[src/hw/cpu_params.svh]
`ifndef CPU_PARAMS_SVH
`define CPU_PARAMS_SVH

// data path width
`define CPU_XLEN 32

// register index width, 32 architectural registers
`define CPU_REG_AW 5

// address of the first instruction fetched after reset
`define CPU_RESET_PC 32'h0000_0000

`endif
[src/hw/cpu_pkg.sv]
`default_nettype none

`include "cpu_params.svh"

package cpu_pkg;

    typedef logic [`CPU_XLEN-1:0]   word_t;
    typedef logic [`CPU_XLEN-1:0]   addr_t;
    typedef logic [`CPU_REG_AW-1:0] reg_idx_t;

    typedef enum logic [2:0] {
        ST_FETCH,
        ST_FETCH_WAIT,
        ST_DECODE,
        ST_EXECUTE,
        ST_MEM_WAIT,
        ST_WRITE,
        ST_HALT
    } cpu_state_e;

    // encoded as {funct7[5], funct3} so the decoder can cast directly
    typedef enum logic [3:0] {
        ALU_ADD    = 4'b0000,
        ALU_SLL    = 4'b0001,
        ALU_SLT    = 4'b0010,
        ALU_SLTU   = 4'b0011,
        ALU_XOR    = 4'b0100,
        ALU_SRL    = 4'b0101,
        ALU_OR     = 4'b0110,
        ALU_AND    = 4'b0111,
        ALU_SUB    = 4'b1000,
        ALU_SRA    = 4'b1101,
        ALU_PASS_B = 4'b1111
    } alu_op_e;

    typedef enum logic [1:0] {
        WB_ALU,
        WB_MEM,
        WB_PC4,
        WB_CSR
    } wb_sel_e;

    // branch funct3 values, the two unused codes mark never and always
    typedef enum logic [2:0] {
        BR_BEQ    = 3'b000,
        BR_BNE    = 3'b001,
        BR_NEVER  = 3'b010,
        BR_ALWAYS = 3'b011,
        BR_BLT    = 3'b100,
        BR_BGE    = 3'b101,
        BR_BLTU   = 3'b110,
        BR_BGEU   = 3'b111
    } br_cond_e;

endpackage

`default_nettype wire

[src/hw/cpu_top.sv]
`timescale 1ns/1ps
`default_nettype none

module cpu_top import cpu_pkg::*; (
    input  logic     clk,
    input  logic     rstn,
    output logic     imem_req,
    output addr_t    imem_addr,
    input  logic     imem_valid,
    input  word_t    imem_rdata,
    output logic     dmem_req,
    output logic     dmem_we,
    output addr_t    dmem_addr,
    output word_t    dmem_wdata,
    input  logic     dmem_valid,
    input  word_t    dmem_rdata,
    output logic     retire,
    output addr_t    retire_pc,
    output logic     retire_rd_we,
    output reg_idx_t retire_rd,
    output word_t    retire_rd_data,
    output logic     halted
);

    word_t      instr;
    reg_idx_t   rs1_idx;
    reg_idx_t   rs2_idx;
    word_t      rs1_data;
    word_t      rs2_data;
    word_t      imm;
    alu_op_e    alu_op;
    logic       alu_src_imm;
    logic       alu_src_pc;
    wb_sel_e    wb_sel;
    br_cond_e   br_cond;
    logic       is_load;
    logic       is_store;
    logic       is_jalr;
    logic [1:0] csr_sel;
    logic       illegal;
    word_t      operand_a;
    word_t      operand_b;
    word_t      alu_a;
    word_t      alu_b;
    word_t      alu_result;
    logic       br_taken;
    word_t      counter_value;
    logic       rd_we;

    cpu_control u_control (
        .clk(clk), .rstn(rstn),
        .imem_req(imem_req), .imem_addr(imem_addr),
        .imem_valid(imem_valid), .imem_rdata(imem_rdata),
        .dmem_req(dmem_req), .dmem_we(dmem_we), .dmem_addr(dmem_addr),
        .dmem_wdata(dmem_wdata), .dmem_valid(dmem_valid), .dmem_rdata(dmem_rdata),
        .retire(retire), .retire_pc(retire_pc), .retire_rd_we(retire_rd_we),
        .halted(halted),
        .rs1_data(rs1_data), .rs2_data(rs2_data), .imm(imm), .rd_idx(retire_rd),
        .alu_src_imm(alu_src_imm), .alu_src_pc(alu_src_pc), .wb_sel(wb_sel),
        .br_cond(br_cond), .is_load(is_load), .is_store(is_store),
        .is_jalr(is_jalr), .illegal(illegal),
        .alu_result(alu_result), .br_taken(br_taken), .counter_value(counter_value),
        .instr(instr), .operand_a(operand_a), .operand_b(operand_b),
        .alu_a(alu_a), .alu_b(alu_b), .rd_we(rd_we), .rd_data(retire_rd_data)
    );

    decoder u_decoder (
        .instr(instr), .rs1_idx(rs1_idx), .rs2_idx(rs2_idx), .rd_idx(retire_rd),
        .imm(imm), .alu_op(alu_op), .alu_src_imm(alu_src_imm), .alu_src_pc(alu_src_pc),
        .wb_sel(wb_sel), .br_cond(br_cond), .is_load(is_load), .is_store(is_store),
        .is_jalr(is_jalr), .csr_sel(csr_sel), .illegal(illegal)
    );

    reg_file u_reg_file (
        .clk(clk), .rstn(rstn),
        .rs1_idx(rs1_idx), .rs2_idx(rs2_idx), .rs1_data(rs1_data), .rs2_data(rs2_data),
        .we(rd_we), .rd_idx(retire_rd), .rd_data(retire_rd_data)
    );

    alu u_alu (
        .alu_op(alu_op), .br_cond(br_cond), .a(alu_a), .b(alu_b),
        .cmp_a(operand_a), .cmp_b(operand_b), .result(alu_result), .br_taken(br_taken)
    );

    perf_counters u_perf_counters (
        .clk(clk), .rstn(rstn), .retire_pulse(retire),
        .csr_sel(csr_sel), .counter_value(counter_value)
    );

endmodule

`default_nettype wire

[src/hw/cpu_control.sv]
`timescale 1ns/1ps
`default_nettype none

`include "cpu_params.svh"

module cpu_control import cpu_pkg::*; (
    input  logic     clk,
    input  logic     rstn,
    output logic     imem_req,
    output addr_t    imem_addr,
    input  logic     imem_valid,
    input  word_t    imem_rdata,
    output logic     dmem_req,
    output logic     dmem_we,
    output addr_t    dmem_addr,
    output word_t    dmem_wdata,
    input  logic     dmem_valid,
    input  word_t    dmem_rdata,
    output logic     retire,
    output addr_t    retire_pc,
    output logic     retire_rd_we,
    output logic     halted,
    input  word_t    rs1_data,
    input  word_t    rs2_data,
    input  word_t    imm,
    input  reg_idx_t rd_idx,
    input  logic     alu_src_imm,
    input  logic     alu_src_pc,
    input  wb_sel_e  wb_sel,
    input  br_cond_e br_cond,
    input  logic     is_load,
    input  logic     is_store,
    input  logic     is_jalr,
    input  logic     illegal,
    input  word_t    alu_result,
    input  logic     br_taken,
    input  word_t    counter_value,
    output word_t    instr,
    output word_t    operand_a,
    output word_t    operand_b,
    output word_t    alu_a,
    output word_t    alu_b,
    output logic     rd_we,
    output word_t    rd_data
);

    cpu_state_e state;
    addr_t      pc;
    addr_t      pc_plus4;
    addr_t      target;
    addr_t      next_pc;
    word_t      result_q;
    word_t      mem_q;
    logic       wr_en;

    assign pc_plus4 = pc + 32'd4;
    assign alu_a    = alu_src_pc ? pc : operand_a;
    assign alu_b    = alu_src_imm ? imm : operand_b;

    // jalr clears bit 0, branches and jal add the immediate to pc
    always_comb begin
        if (is_jalr) begin
            target = {alu_result[31:1], 1'b0};
        end else if (br_taken) begin
            target = pc + imm;
        end else begin
            target = pc_plus4;
        end
    end

    // stores and conditional branches leave rd alone
    assign wr_en = !is_store && (br_cond == BR_NEVER || br_cond == BR_ALWAYS);

    always_ff @(posedge clk) begin
        if (!rstn) begin
            state    <= ST_FETCH;
            pc       <= `CPU_RESET_PC;
            imem_req <= 1'b0;
        end else begin
            case (state)
                ST_FETCH: begin
                    imem_req <= 1'b1;
                    state    <= ST_FETCH_WAIT;
                end
                ST_FETCH_WAIT: begin
                    imem_req <= 1'b0;
                    if (imem_valid) begin
                        state <= ST_DECODE;
                    end
                end
                ST_DECODE: state <= illegal ? ST_HALT : ST_EXECUTE;
                ST_EXECUTE: state <= (is_load || is_store) ? ST_MEM_WAIT : ST_WRITE;
                ST_MEM_WAIT: begin
                    if (dmem_valid) begin
                        state <= ST_WRITE;
                    end
                end
                ST_WRITE: begin
                    pc    <= next_pc;
                    state <= ST_FETCH;
                end
                default: state <= ST_HALT;
            endcase
        end
    end

    // stage registers
    always_ff @(posedge clk) begin
        if (state == ST_FETCH_WAIT && imem_valid) begin
            instr <= imem_rdata;
        end
        if (state == ST_DECODE) begin
            operand_a <= rs1_data;
            operand_b <= rs2_data;
        end
        if (state == ST_EXECUTE) begin
            result_q <= (wb_sel == WB_CSR) ? counter_value : alu_result;
            next_pc  <= target;
        end
        if (state == ST_MEM_WAIT && dmem_valid) begin
            mem_q <= dmem_rdata;
        end
    end

    assign imem_addr  = pc;
    assign dmem_req   = (state == ST_EXECUTE) && (is_load || is_store);
    assign dmem_we    = dmem_req && is_store;
    assign dmem_addr  = alu_result;
    assign dmem_wdata = operand_b;

    always_comb begin
        case (wb_sel)
            WB_MEM:  rd_data = mem_q;
            WB_PC4:  rd_data = pc_plus4;
            default: rd_data = result_q;
        endcase
    end

    assign retire       = (state == ST_WRITE);
    assign retire_pc    = pc;
    assign retire_rd_we = wr_en && (rd_idx != '0);
    assign rd_we        = retire && retire_rd_we;
    assign halted       = (state == ST_HALT);

endmodule

`default_nettype wire

[src/hw/perf_counters.sv]
`timescale 1ns/1ps
`default_nettype none

module perf_counters import cpu_pkg::*; (
    input  logic       clk,
    input  logic       rstn,
    input  logic       retire_pulse,
    input  logic [1:0] csr_sel,
    output word_t      counter_value
);

    logic [63:0] cycle_cnt;
    logic [63:0] instret_cnt;

    always_ff @(posedge clk) begin
        if (!rstn) begin
            cycle_cnt   <= '0;
            instret_cnt <= '0;
        end else begin
            cycle_cnt <= cycle_cnt + 64'd1;
            if (retire_pulse) begin
                instret_cnt <= instret_cnt + 64'd1;
            end
        end
    end

    // sel[1] picks instret, sel[0] the upper half
    always_comb begin
        case (csr_sel)
            2'b00:   counter_value = cycle_cnt[31:0];
            2'b01:   counter_value = cycle_cnt[63:32];
            2'b10:   counter_value = instret_cnt[31:0];
            default: counter_value = instret_cnt[63:32];
        endcase
    end

endmodule

`default_nettype wire

[src/hw/alu.sv]
`timescale 1ns/1ps
`default_nettype none

module alu import cpu_pkg::*; (
    input  alu_op_e  alu_op,
    input  br_cond_e br_cond,
    input  word_t    a,
    input  word_t    b,
    input  word_t    cmp_a,
    input  word_t    cmp_b,
    output word_t    result,
    output logic     br_taken
);

    logic [4:0] shamt;

    assign shamt = b[4:0];

    always_comb begin
        case (alu_op)
            ALU_ADD:    result = a + b;
            ALU_SUB:    result = a - b;
            ALU_SLL:    result = a << shamt;
            ALU_SLT:    result = word_t'($signed(a) < $signed(b));
            ALU_SLTU:   result = word_t'(a < b);
            ALU_XOR:    result = a ^ b;
            ALU_SRL:    result = a >> shamt;
            ALU_SRA:    result = word_t'($signed(a) >>> shamt);
            ALU_OR:     result = a | b;
            ALU_AND:    result = a & b;
            ALU_PASS_B: result = b;
            default:    result = '0;
        endcase
    end

    // compares always on the register operands
    always_comb begin
        case (br_cond)
            BR_BEQ:    br_taken = (cmp_a == cmp_b);
            BR_BNE:    br_taken = (cmp_a != cmp_b);
            BR_BLT:    br_taken = ($signed(cmp_a) < $signed(cmp_b));
            BR_BGE:    br_taken = ($signed(cmp_a) >= $signed(cmp_b));
            BR_BLTU:   br_taken = (cmp_a < cmp_b);
            BR_BGEU:   br_taken = (cmp_a >= cmp_b);
            BR_ALWAYS: br_taken = 1'b1;
            default:   br_taken = 1'b0;
        endcase
    end

endmodule

`default_nettype wire

[src/hw/decoder.sv]
`timescale 1ns/1ps
`default_nettype none

module decoder import cpu_pkg::*; (
    input  word_t      instr,
    output reg_idx_t   rs1_idx,
    output reg_idx_t   rs2_idx,
    output reg_idx_t   rd_idx,
    output word_t      imm,
    output alu_op_e    alu_op,
    output logic       alu_src_imm,
    output logic       alu_src_pc,
    output wb_sel_e    wb_sel,
    output br_cond_e   br_cond,
    output logic       is_load,
    output logic       is_store,
    output logic       is_jalr,
    output logic [1:0] csr_sel,
    output logic       illegal
);

    localparam logic [6:0] OPC_LUI    = 7'b0110111;
    localparam logic [6:0] OPC_AUIPC  = 7'b0010111;
    localparam logic [6:0] OPC_JAL    = 7'b1101111;
    localparam logic [6:0] OPC_JALR   = 7'b1100111;
    localparam logic [6:0] OPC_BRANCH = 7'b1100011;
    localparam logic [6:0] OPC_LOAD   = 7'b0000011;
    localparam logic [6:0] OPC_STORE  = 7'b0100011;
    localparam logic [6:0] OPC_OP_IMM = 7'b0010011;
    localparam logic [6:0] OPC_OP     = 7'b0110011;
    localparam logic [6:0] OPC_SYSTEM = 7'b1110011;
    localparam logic [6:0] F7_ALT     = 7'b0100000;

    logic [6:0] opcode;
    logic [2:0] funct3;
    logic [6:0] funct7;
    word_t      imm_i;
    word_t      imm_s;
    word_t      imm_b;
    word_t      imm_u;
    word_t      imm_j;

    assign opcode  = instr[6:0];
    assign funct3  = instr[14:12];
    assign funct7  = instr[31:25];
    assign rd_idx  = instr[11:7];
    assign rs1_idx = instr[19:15];
    assign rs2_idx = instr[24:20];
    // csr address bits 1 and 7 pick instret and the high half
    assign csr_sel = {instr[21], instr[27]};

    assign imm_i = {{20{instr[31]}}, instr[31:20]};
    assign imm_s = {{20{instr[31]}}, instr[31:25], instr[11:7]};
    assign imm_b = {{19{instr[31]}}, instr[31], instr[7], instr[30:25], instr[11:8], 1'b0};
    assign imm_u = {instr[31:12], 12'b0};
    assign imm_j = {{11{instr[31]}}, instr[31], instr[19:12], instr[20], instr[30:21], 1'b0};

    always_comb begin
        imm         = '0;
        alu_op      = ALU_ADD;
        alu_src_imm = 1'b1;
        alu_src_pc  = 1'b0;
        wb_sel      = WB_ALU;
        br_cond     = BR_NEVER;
        is_load     = 1'b0;
        is_store    = 1'b0;
        is_jalr     = 1'b0;
        illegal     = 1'b0;
        case (opcode)
            OPC_LUI: begin
                imm    = imm_u;
                alu_op = ALU_PASS_B;
            end
            OPC_AUIPC: begin
                imm        = imm_u;
                alu_src_pc = 1'b1;
            end
            OPC_JAL: begin
                imm     = imm_j;
                br_cond = BR_ALWAYS;
                wb_sel  = WB_PC4;
            end
            OPC_JALR: begin
                imm     = imm_i;
                is_jalr = 1'b1;
                wb_sel  = WB_PC4;
                illegal = (funct3 != 3'b000);
            end
            OPC_BRANCH: begin
                imm         = imm_b;
                alu_src_imm = 1'b0;
                br_cond     = br_cond_e'(funct3);
                illegal     = (funct3[2:1] == 2'b01);
            end
            OPC_LOAD: begin
                imm     = imm_i;
                is_load = 1'b1;
                wb_sel  = WB_MEM;
                illegal = (funct3 != 3'b010);
            end
            OPC_STORE: begin
                imm      = imm_s;
                is_store = 1'b1;
                illegal  = (funct3 != 3'b010);
            end
            OPC_OP_IMM: begin
                imm    = imm_i;
                // only the right shift uses bit 30 as an opcode bit
                alu_op = alu_op_e'({(funct3 == 3'b101) && instr[30], funct3});
                if (funct3 == 3'b001 && funct7 != 7'b0) begin
                    illegal = 1'b1;
                end
                if (funct3 == 3'b101 && funct7 != 7'b0 && funct7 != F7_ALT) begin
                    illegal = 1'b1;
                end
            end
            OPC_OP: begin
                alu_src_imm = 1'b0;
                alu_op      = alu_op_e'({instr[30], funct3});
                illegal     = !((funct7 == 7'b0) ||
                                (funct7 == F7_ALT && (funct3 == 3'b000 || funct3 == 3'b101)));
            end
            OPC_SYSTEM: begin
                // rdcycle/rdinstret family, csrrs with rs1 = x0
                wb_sel  = WB_CSR;
                illegal = !(funct3 == 3'b010 && rs1_idx == '0 &&
                            (instr[31:20] & ~12'h082) == 12'hC00);
            end
            default: begin
                illegal = 1'b1;
            end
        endcase
    end

endmodule

`default_nettype wire

[src/hw/reg_file.sv]
`timescale 1ns/1ps
`default_nettype none

`include "cpu_params.svh"

module reg_file import cpu_pkg::*; (
    input  logic     clk,
    input  logic     rstn,
    input  reg_idx_t rs1_idx,
    input  reg_idx_t rs2_idx,
    output word_t    rs1_data,
    output word_t    rs2_data,
    input  logic     we,
    input  reg_idx_t rd_idx,
    input  word_t    rd_data
);

    localparam int DEPTH = 2 ** `CPU_REG_AW;

    word_t regs [DEPTH];

    always_ff @(posedge clk) begin
        if (!rstn) begin
            for (int i = 0; i < DEPTH; i++) begin
                regs[i] <= '0;
            end
        end else if (we && (rd_idx != '0)) begin
            regs[rd_idx] <= rd_data;
        end
    end

    // x0 hardwired
    assign rs1_data = (rs1_idx == '0) ? '0 : regs[rs1_idx];
    assign rs2_data = (rs2_idx == '0) ? '0 : regs[rs2_idx];

endmodule

`default_nettype wire

[config.mk]
export PLATFORM = sky130hd
export DESIGN_NAME = cpu_top
export DESIGN_NICKNAME = d
export VERILOG_FILES = /design/src/hw/cpu_pkg.sv /design/src/hw/cpu_top.sv /design/src/hw/cpu_control.sv /design/src/hw/perf_counters.sv /design/src/hw/alu.sv /design/src/hw/decoder.sv /design/src/hw/reg_file.sv
export VERILOG_INCLUDE_DIRS = /design/src /design/src/hw
export SDC_FILE = /design/constraint.sdc
export NUM_CORES = 2
export LEC_CHECK = 0
export BUFFER_PORTS_ARGS = -buffer_cell sky130_fd_sc_hd__buf_4
export CAP_MARGIN = 10
export CORE_MARGIN = 2
export CORE_UTILIZATION = 60
export DETAILED_ROUTE_END_ITERATION = 8
export PLACE_DENSITY_LB_ADDON = 0.25
export SLEW_MARGIN = 20
export SYNTH_ARGS = -nofsm -noshare
export SYNTH_HDL_FRONTEND = slang
export SYNTH_SLANG_ARGS = --single-unit
[constraint.sdc]
create_clock -name clk -period 6.78 [get_ports clk]
set_input_delay 0 -clock clk [delete_from_list [all_inputs] [get_ports clk]]
set_output_delay 0 -clock clk [all_outputs]
set_load 0.005 [all_outputs]
=== Yosys cells after proc, flatten, opt, wreduce, memory -nomap -nowiden ===
Memory sizes are Yosys's and may differ from the RTL's. A register that Yosys moved wholly into a read port is not among the register bits.
Cells that the tools add are included.

* Flip-flop bits (word level): 292
* RAM bits: 1024
* Input port bits: 68
* Output and inout port bits: 171
* Logic and storage cells: 154
* Memories kept: 1

* Add/sub/neg operators: 6
* $lt $le $gt $ge: 6
* Eq/ne operators: 50
* Shift operators: 3
* Mux-type cells: 33
* Bitwise logic cells: 3
* Reduce and logical (&&, ||, !) cells: 42

{| class="wikitable"
|+ Memories
! memory !! words !! bits a word !! read ports !! clocked after Yosys merged registers in !! write ports !! line !! source
|-
| u_reg_file.regs || 32 || 32 || 2 || 2 || 32 || reg_file.sv:20 || <nowiki>word_t regs [DEPTH];</nowiki>
|}

{| class="wikitable"
|+ Operators with widths
! kind !! number
|-
| $pmux W32 S11 || 1
|-
| $mux W32 || 6
|-
| $pmux W32 S5 || 1
|-
| $add A64 B1 Y64 const B || 2
|-
| $lt A32 B32 Y1 || 4
|-
| $pmux W32 S3 || 1
|-
| $add A32 B32 Y32 || 2
|-
| $ge A32 B32 Y1 || 2
|-
| $pmux W32 S2 || 1
|-
| $add A32 B3 Y32 const B || 1
|-
| $and A32 B32 Y32 || 1
|-
| $eq A32 B32 Y1 || 1
|-
| $ne A32 B32 Y1 || 1
|-
| $or A32 B32 Y32 || 1
|-
| $reduce_or A32 Y1 || 1
|-
| $shl A32 B5 Y32 || 1
|-
| $shr A32 B5 Y32 || 1
|-
| $sshr A32 B5 Y32 || 1
|-
| $sub A32 B32 Y32 || 1
|-
| $xor A32 B32 Y32 || 1
|-
| $eq A7 B6 Y1 const B || 4
|-
| $eq A7 B7 Y1 const B || 4
|-
| $eq A3 B3 Y1 const B || 8
|-
| $pmux W3 S6 || 1
|-
| 37 further kinds || 95
|}

=== Longest topological paths before layout ===
* Depth after elaboration: 13
* Depth in mapped cells: 22
* Mapped depth without buffers: 17

=== By module ===
A second synthesis with hierarchy kept.

* Cell total of the unflattened synthesis: 7035
* Area total of the unflattened synthesis: 84429.7 sq um

{| class="wikitable"
|+ Modules (own cells, without submodules)
! module !! instances !! cells an instance !! area each (sq um) !! sequential area each (sq um)
|-
| reg_file || 1 || 3509 || 54204.5 || 30749.5
|-
| cpu_control || 1 || 1151 || 12757.2 || 6486.2
|-
| alu || 1 || 1477 || 9834.4 || 0.0
|-
| perf_counters || 1 || 755 || 6676.4 || 2562.5
|-
| decoder || 1 || 143 || 957.2 || 0.0
|}

=== Worst setup path before layout ===
OpenSTA, ideal clock, no wires.

* Kind: flip-flop to flip-flop
* Start point: register u_control.state[1]
* End point: register u_control.operand_b[0], in the netlist u_control.dmem_wdata[0], read port of u_reg_file.regs (enable)
* Setup time: 577 ps
* Data arrival time: 5270 ps
* Data required time: 6203 ps
* Setup slack: 933 ps
* Cell stages (with the launch flop): 3
* Path buffers: 1
* Clock period less this slack: 5847 ps
* Cells stage by stage: dfxtp_1 > clkbuf_1 > nor3b_1

* Longest elaborated chain between the ends: 1

{| class="wikitable"
|+ Ends and longest elaborated chain
! element !! line !! source
|-
| start, declared || cpu_control.sv:47 || <nowiki>cpu_state_e state;</nowiki>
|-
| start signal, assigned || cpu_control.sv:91 || <nowiki>ST_DECODE: state <= illegal ? ST_HALT : ST_EXECUTE;</nowiki>
|-
| start signal, assigned || cpu_control.sv:92 || <nowiki>ST_EXECUTE: state <= (is_load || is_store) ? ST_MEM_WAIT : ST_WRITE;</nowiki>
|-
| $eq A3 B2 Y1 || cpu_control.sv:112 || <nowiki>if (state == ST_DECODE) begin</nowiki>
|-
| end, declared || cpu_control.sv:40 || <nowiki>output word_t operand_b,</nowiki>
|}

Every way passes these cells.
A chain may end at the register's enable or synchronous reset.

=== Final worst setup path ===
* Start point: register u_control.instr[3]
* End point: output dmem_addr[26]

* Longest elaborated chain between the ends: 6
* Elaborated cells between the ends (all ways): 37
* Those cells by class: add/sub: 2; eq/ne: 19; shift: 3; mux: 6; bitwise: 3; reduce/logical: 4

{| class="wikitable"
|+ Ends and longest elaborated chain
! element !! line !! source
|-
| start, declared || cpu_control.sv:38 || <nowiki>output word_t instr,</nowiki>
|-
| start signal, assigned || cpu_control.sv:110 || <nowiki>instr <= imem_rdata;</nowiki>
|-
| $eq A7 B7 Y1 (tied with other cells) || decoder.sv:69 || <nowiki>case (opcode)</nowiki>
|-
| $reduce_or A3 Y1 (no source line) or $reduce_or A2 Y1 (tied branches) || n/a ||
|-
| $pmux W32 S5 || decoder.sv:69 ||
|-
| $mux W32 || cpu_control.sv:58 || <nowiki>assign alu_b = alu_src_imm ? imm : operand_b;</nowiki>
|-
| $sub A32 B32 Y32 (tied with other cells) || alu.sv:22 || <nowiki>ALU_SUB: result = a - b;</nowiki>
|-
| $pmux W32 S11 * || alu.sv:20 || <nowiki>case (alu_op)</nowiki>
|-
| end, declared || cpu_top.sv:13 || <nowiki>output addr_t dmem_addr,</nowiki>
|}

Every way passes the cells marked *; elsewhere a longest branch is shown, timed or not.

==> flow_summary_export.csv <==
group,metric,value,unit
run_status,status,"finished with violations",
sta,slew_viol_final,0,
worst_hold_path,min_path_type,"in -> reg",
logic_synthesis,synth-seq-cells,1380,
clock_network,cts_buffers,147,
floorplan,std_cell_rows,134,
cells_and_area,design_area,91200,µm²
floorplan,initial_utilization,60.5,%
clock_network,cts_tree,"done",
logic_synthesis,yosysTopAreaCellShare,45.3,%
global_route,grt_pass1_vias,66120,
critical_path,end_kind,"output pin",
sta,worst_pin_slew,1.29,ns
logic_synthesis,netlist_instances,6661,
sta,setup_viol,0,
global_route,grt_pass1_wl,499000,µm
power,p_per_area,231,nW/µm²
power,irDropWorstVdd,0.293,mV
critical_path,path_class,"reg -> out",
floorplan,dieHeight,371,µm
logic_synthesis,synth_top_area_cell,"edfxtp_1",
place,port_buffers,238,
clock_network,cts-root-buf,"clkbuf_16",
drt,first_iter_violations,14559,
critical_path,cp_max_fo,14,
critical_path,crit_arrival,6.78,ns
place,pre_cts_slack,0.479,ns
drt,postRouteAntennaNets,0,
logic_synthesis,ys.flop_type,"edfxtp_1",
logic_synthesis,avgSynthCellArea,12.1,µm²
logic_synthesis,synth.distinct_cells,101,
critical_path,cp.required,6.78,ns
clock_network,clk_latency,0.85,ns
floorplan,pin_count,239,
logic_synthesis,synth_warnings,0,
logic_synthesis,yosysMostFrequentCell,"nor2_1",
logic_synthesis,ys_top_cells_by_count,"nor2_1, edfxtp_1, mux4_2",
global_route,track_usage,52.6,%
place,dp_hpwl,235000,µm
drt,drc,21,
sta,final.setup.tns,0,ns
run_status,violations,"DRC",
drt,drt_wl_total,364000,µm
sta,clock_skew,0.0922,ns
critical_path,startpoint_type,"flop",
drt,wire_per_inst,41.4,µm
floorplan,fp.dieArea,137000,µm²
place,gp_congestion,1.09,
logic_synthesis,seq_area_frac_synth,49.3,%
power,leakage,34.6,nW
place,dpl_cell_area,84900,µm²
drt,viasPerCell,7.79,
sta,maxSlewHeadroom,13.8,%
floorplan,dieWidth,371,µm
logic_synthesis,async_reset_ff_share,0,%
logic_synthesis,synth-edff-count,1216,
sta,fin_crit,6.78,ns
sta,finalCritPeriodShare,99.9,%
sta,rsz0062_at_grt,"no",
floorplan,coreArea,133000,µm²
cells_and_area,drive_above_1_share,23.3,%
logic_synthesis,yosys-top-cells-area,"edfxtp_1, mux4_2, nor2_1, dfxtp_1, ha_1",
place,dp.cells,8378,
drt,drt_pass1_iterations,9,
sta,max_freq,148,MHz
logic_synthesis,synth_area,80700,µm²
global_route,globalRouteOverflowTotal,0,
cells_and_area,area_growth,13.0,%
job,drv_cap,0,
global_route,grt_antenna_before_repair,35,
clock_network,clkTransAtPathRegs,0.06,ns
sta,hold_viol,0,
cells_and_area,instances_no_fill,8790,
global_route,grt_start_max_net_pins,112,
drt,route.vias.total,68456,
clock_network,cts_sinks,1380,
cells_and_area,fin_nets,7137,
clock_network,htree_num_levels,4,
sta,fin_ws,0.00433,ns
clock_network,clockBufferDepth,3,
## power by group
group	leakage (nW)	switching, mW	internal [mW]
clock	2.38	3.77	4.60
sequential	13.6	0.272	9.54
combinational	18.5	1.81	1.09
total	34.6	5.85	15.2
## routing by layer
metal	track usage (%)	share of wire, %
met1	65.8	32
met2	72.4	41
met3	24.0	18
met4	37.0	9.2
met5	0	0.089
## layout make-up
cell class | instances | area [µm²]
sequential | 1380 | 39800
inverter | 201 | 764
clock inverter | 87 | 1040
multi-input combinational | 4526 | 38300
fill | 9081 | 42300
timing repair buffer | 630 | 5190
antenna | 14 | 35.0
tap | 1768 | 2210
clock buffer | 184 | 3880
## layout by cell type, fill, tap and decap left out, types with 18 or more instances in the layout
cell and n:
and3_1 59, nor2b_1 22, clkbuf_16 147, xnor2_1 86
clkinv_2 27, inv_1 190, o21ai_2 27, ha_1 179
buf_4 496, xor2_1 85, a211oi_1 58, o21bai_1 18
dlygate4sd3_1 123, and2_1 31, nand2_2 61, mux4_2 678
o21ai_0 168, clkbuf_1 30, mux2i_1 196, dfxtp_1 164
a31oi_1 24, clkinv_1 22, a21o_1 50, nand2_1 363
o221ai_1 19, edfxtp_1 1216, nor3_1 59, a21oi_1 224
nand3_1 90, or3_1 38, conb_1 32, a22oi_1 50
mux2_2 40, nor2_1 1385, nand4_1 46, a221oi_1 26
o211ai_1 34, o22ai_1 28, nand2b_1 21
## final timing paths
kind / startpoint / slack [ns] / depth (start not counted) / end
worst max-delay path: u_control.instr[3] / 0.004 / 17 / dmem_addr[26]
worst min-delay path: rstn / 0.07 / 3 / u_perf_counters.cycle_cnt[13]
worst max register to register: u_control.instr[2] / 0.70 / 17 / u_control.result_q[31]
worst min register to register: u_perf_counters.cycle_cnt[0] / 0.47 / 1 / u_perf_counters.cycle_cnt[0]
## repair_timing
item                       4_1_cts  5_1_grt
gates resized for setup          3       18
pin swaps                        0        1
setup buffers                    0        1
setup endpoints to repair        2       10
hold endpoints to repair        99        0
hold buffers                   123        0
## logic make-up after synthesis
logic type,after synthesis,synth area share (%)
adder cells (fa/ha/maj),183,2.87
AO/OA/AOI/OAI,920,7.59
flip-flops,1380,49.3
buffers and inverters,786,4.02
multiplexers,934,22.2
other,1,0.00465
AND/OR/NAND/NOR,2284,12.1
XOR/XNOR,173,1.89
## critical path, stage by stage, from the launching register on
cell and delay [ns]:
edfxtp_1 0.48, and4b_1 0.44, nand3_4 0.32, buf_4 0.33, mux2i_2 0.53, inv_1 0.28, ha_1 0.64, nor2_1 0.09
a211oi_1 0.49, a31oi_1 0.32, o31a_1 0.45, o211ai_1 0.19, and3_1 0.18, o21ai_0 0.11, a311oi_2 0.52, buf_4 0.21
inv_1 0.18, buf_4 0.21
## metrics by stage
step           total power [mW]  util (%)  hold WS, ns
5_1_grt                    21.3      68.3       0.0558
4_1_cts                    20.7      68.2       0.0261
2_1_floorplan              11.4         -       0.0989
3_5_place_dp               12.6      63.6        0.179
6_report                   21.1      68.3       0.0665
3_3_place_gp               12.5      63.6        0.178
## state kept, by name, indices dropped and copies added (netlist names)
register                     cells
u_control.imem_req               1
u_control.operand_a             32
u_reg_file.regs               1024
u_control.imem_addr             32
u_control.instr                 32
u_perf_counters.instret_cnt     64
u_control.state                  3
u_control.mem_q                 32
u_control.result_q              32
u_control.next_pc               32
u_control.dmem_wdata            32
u_perf_counters.cycle_cnt       64
Power figures use the tool's default switching activity.
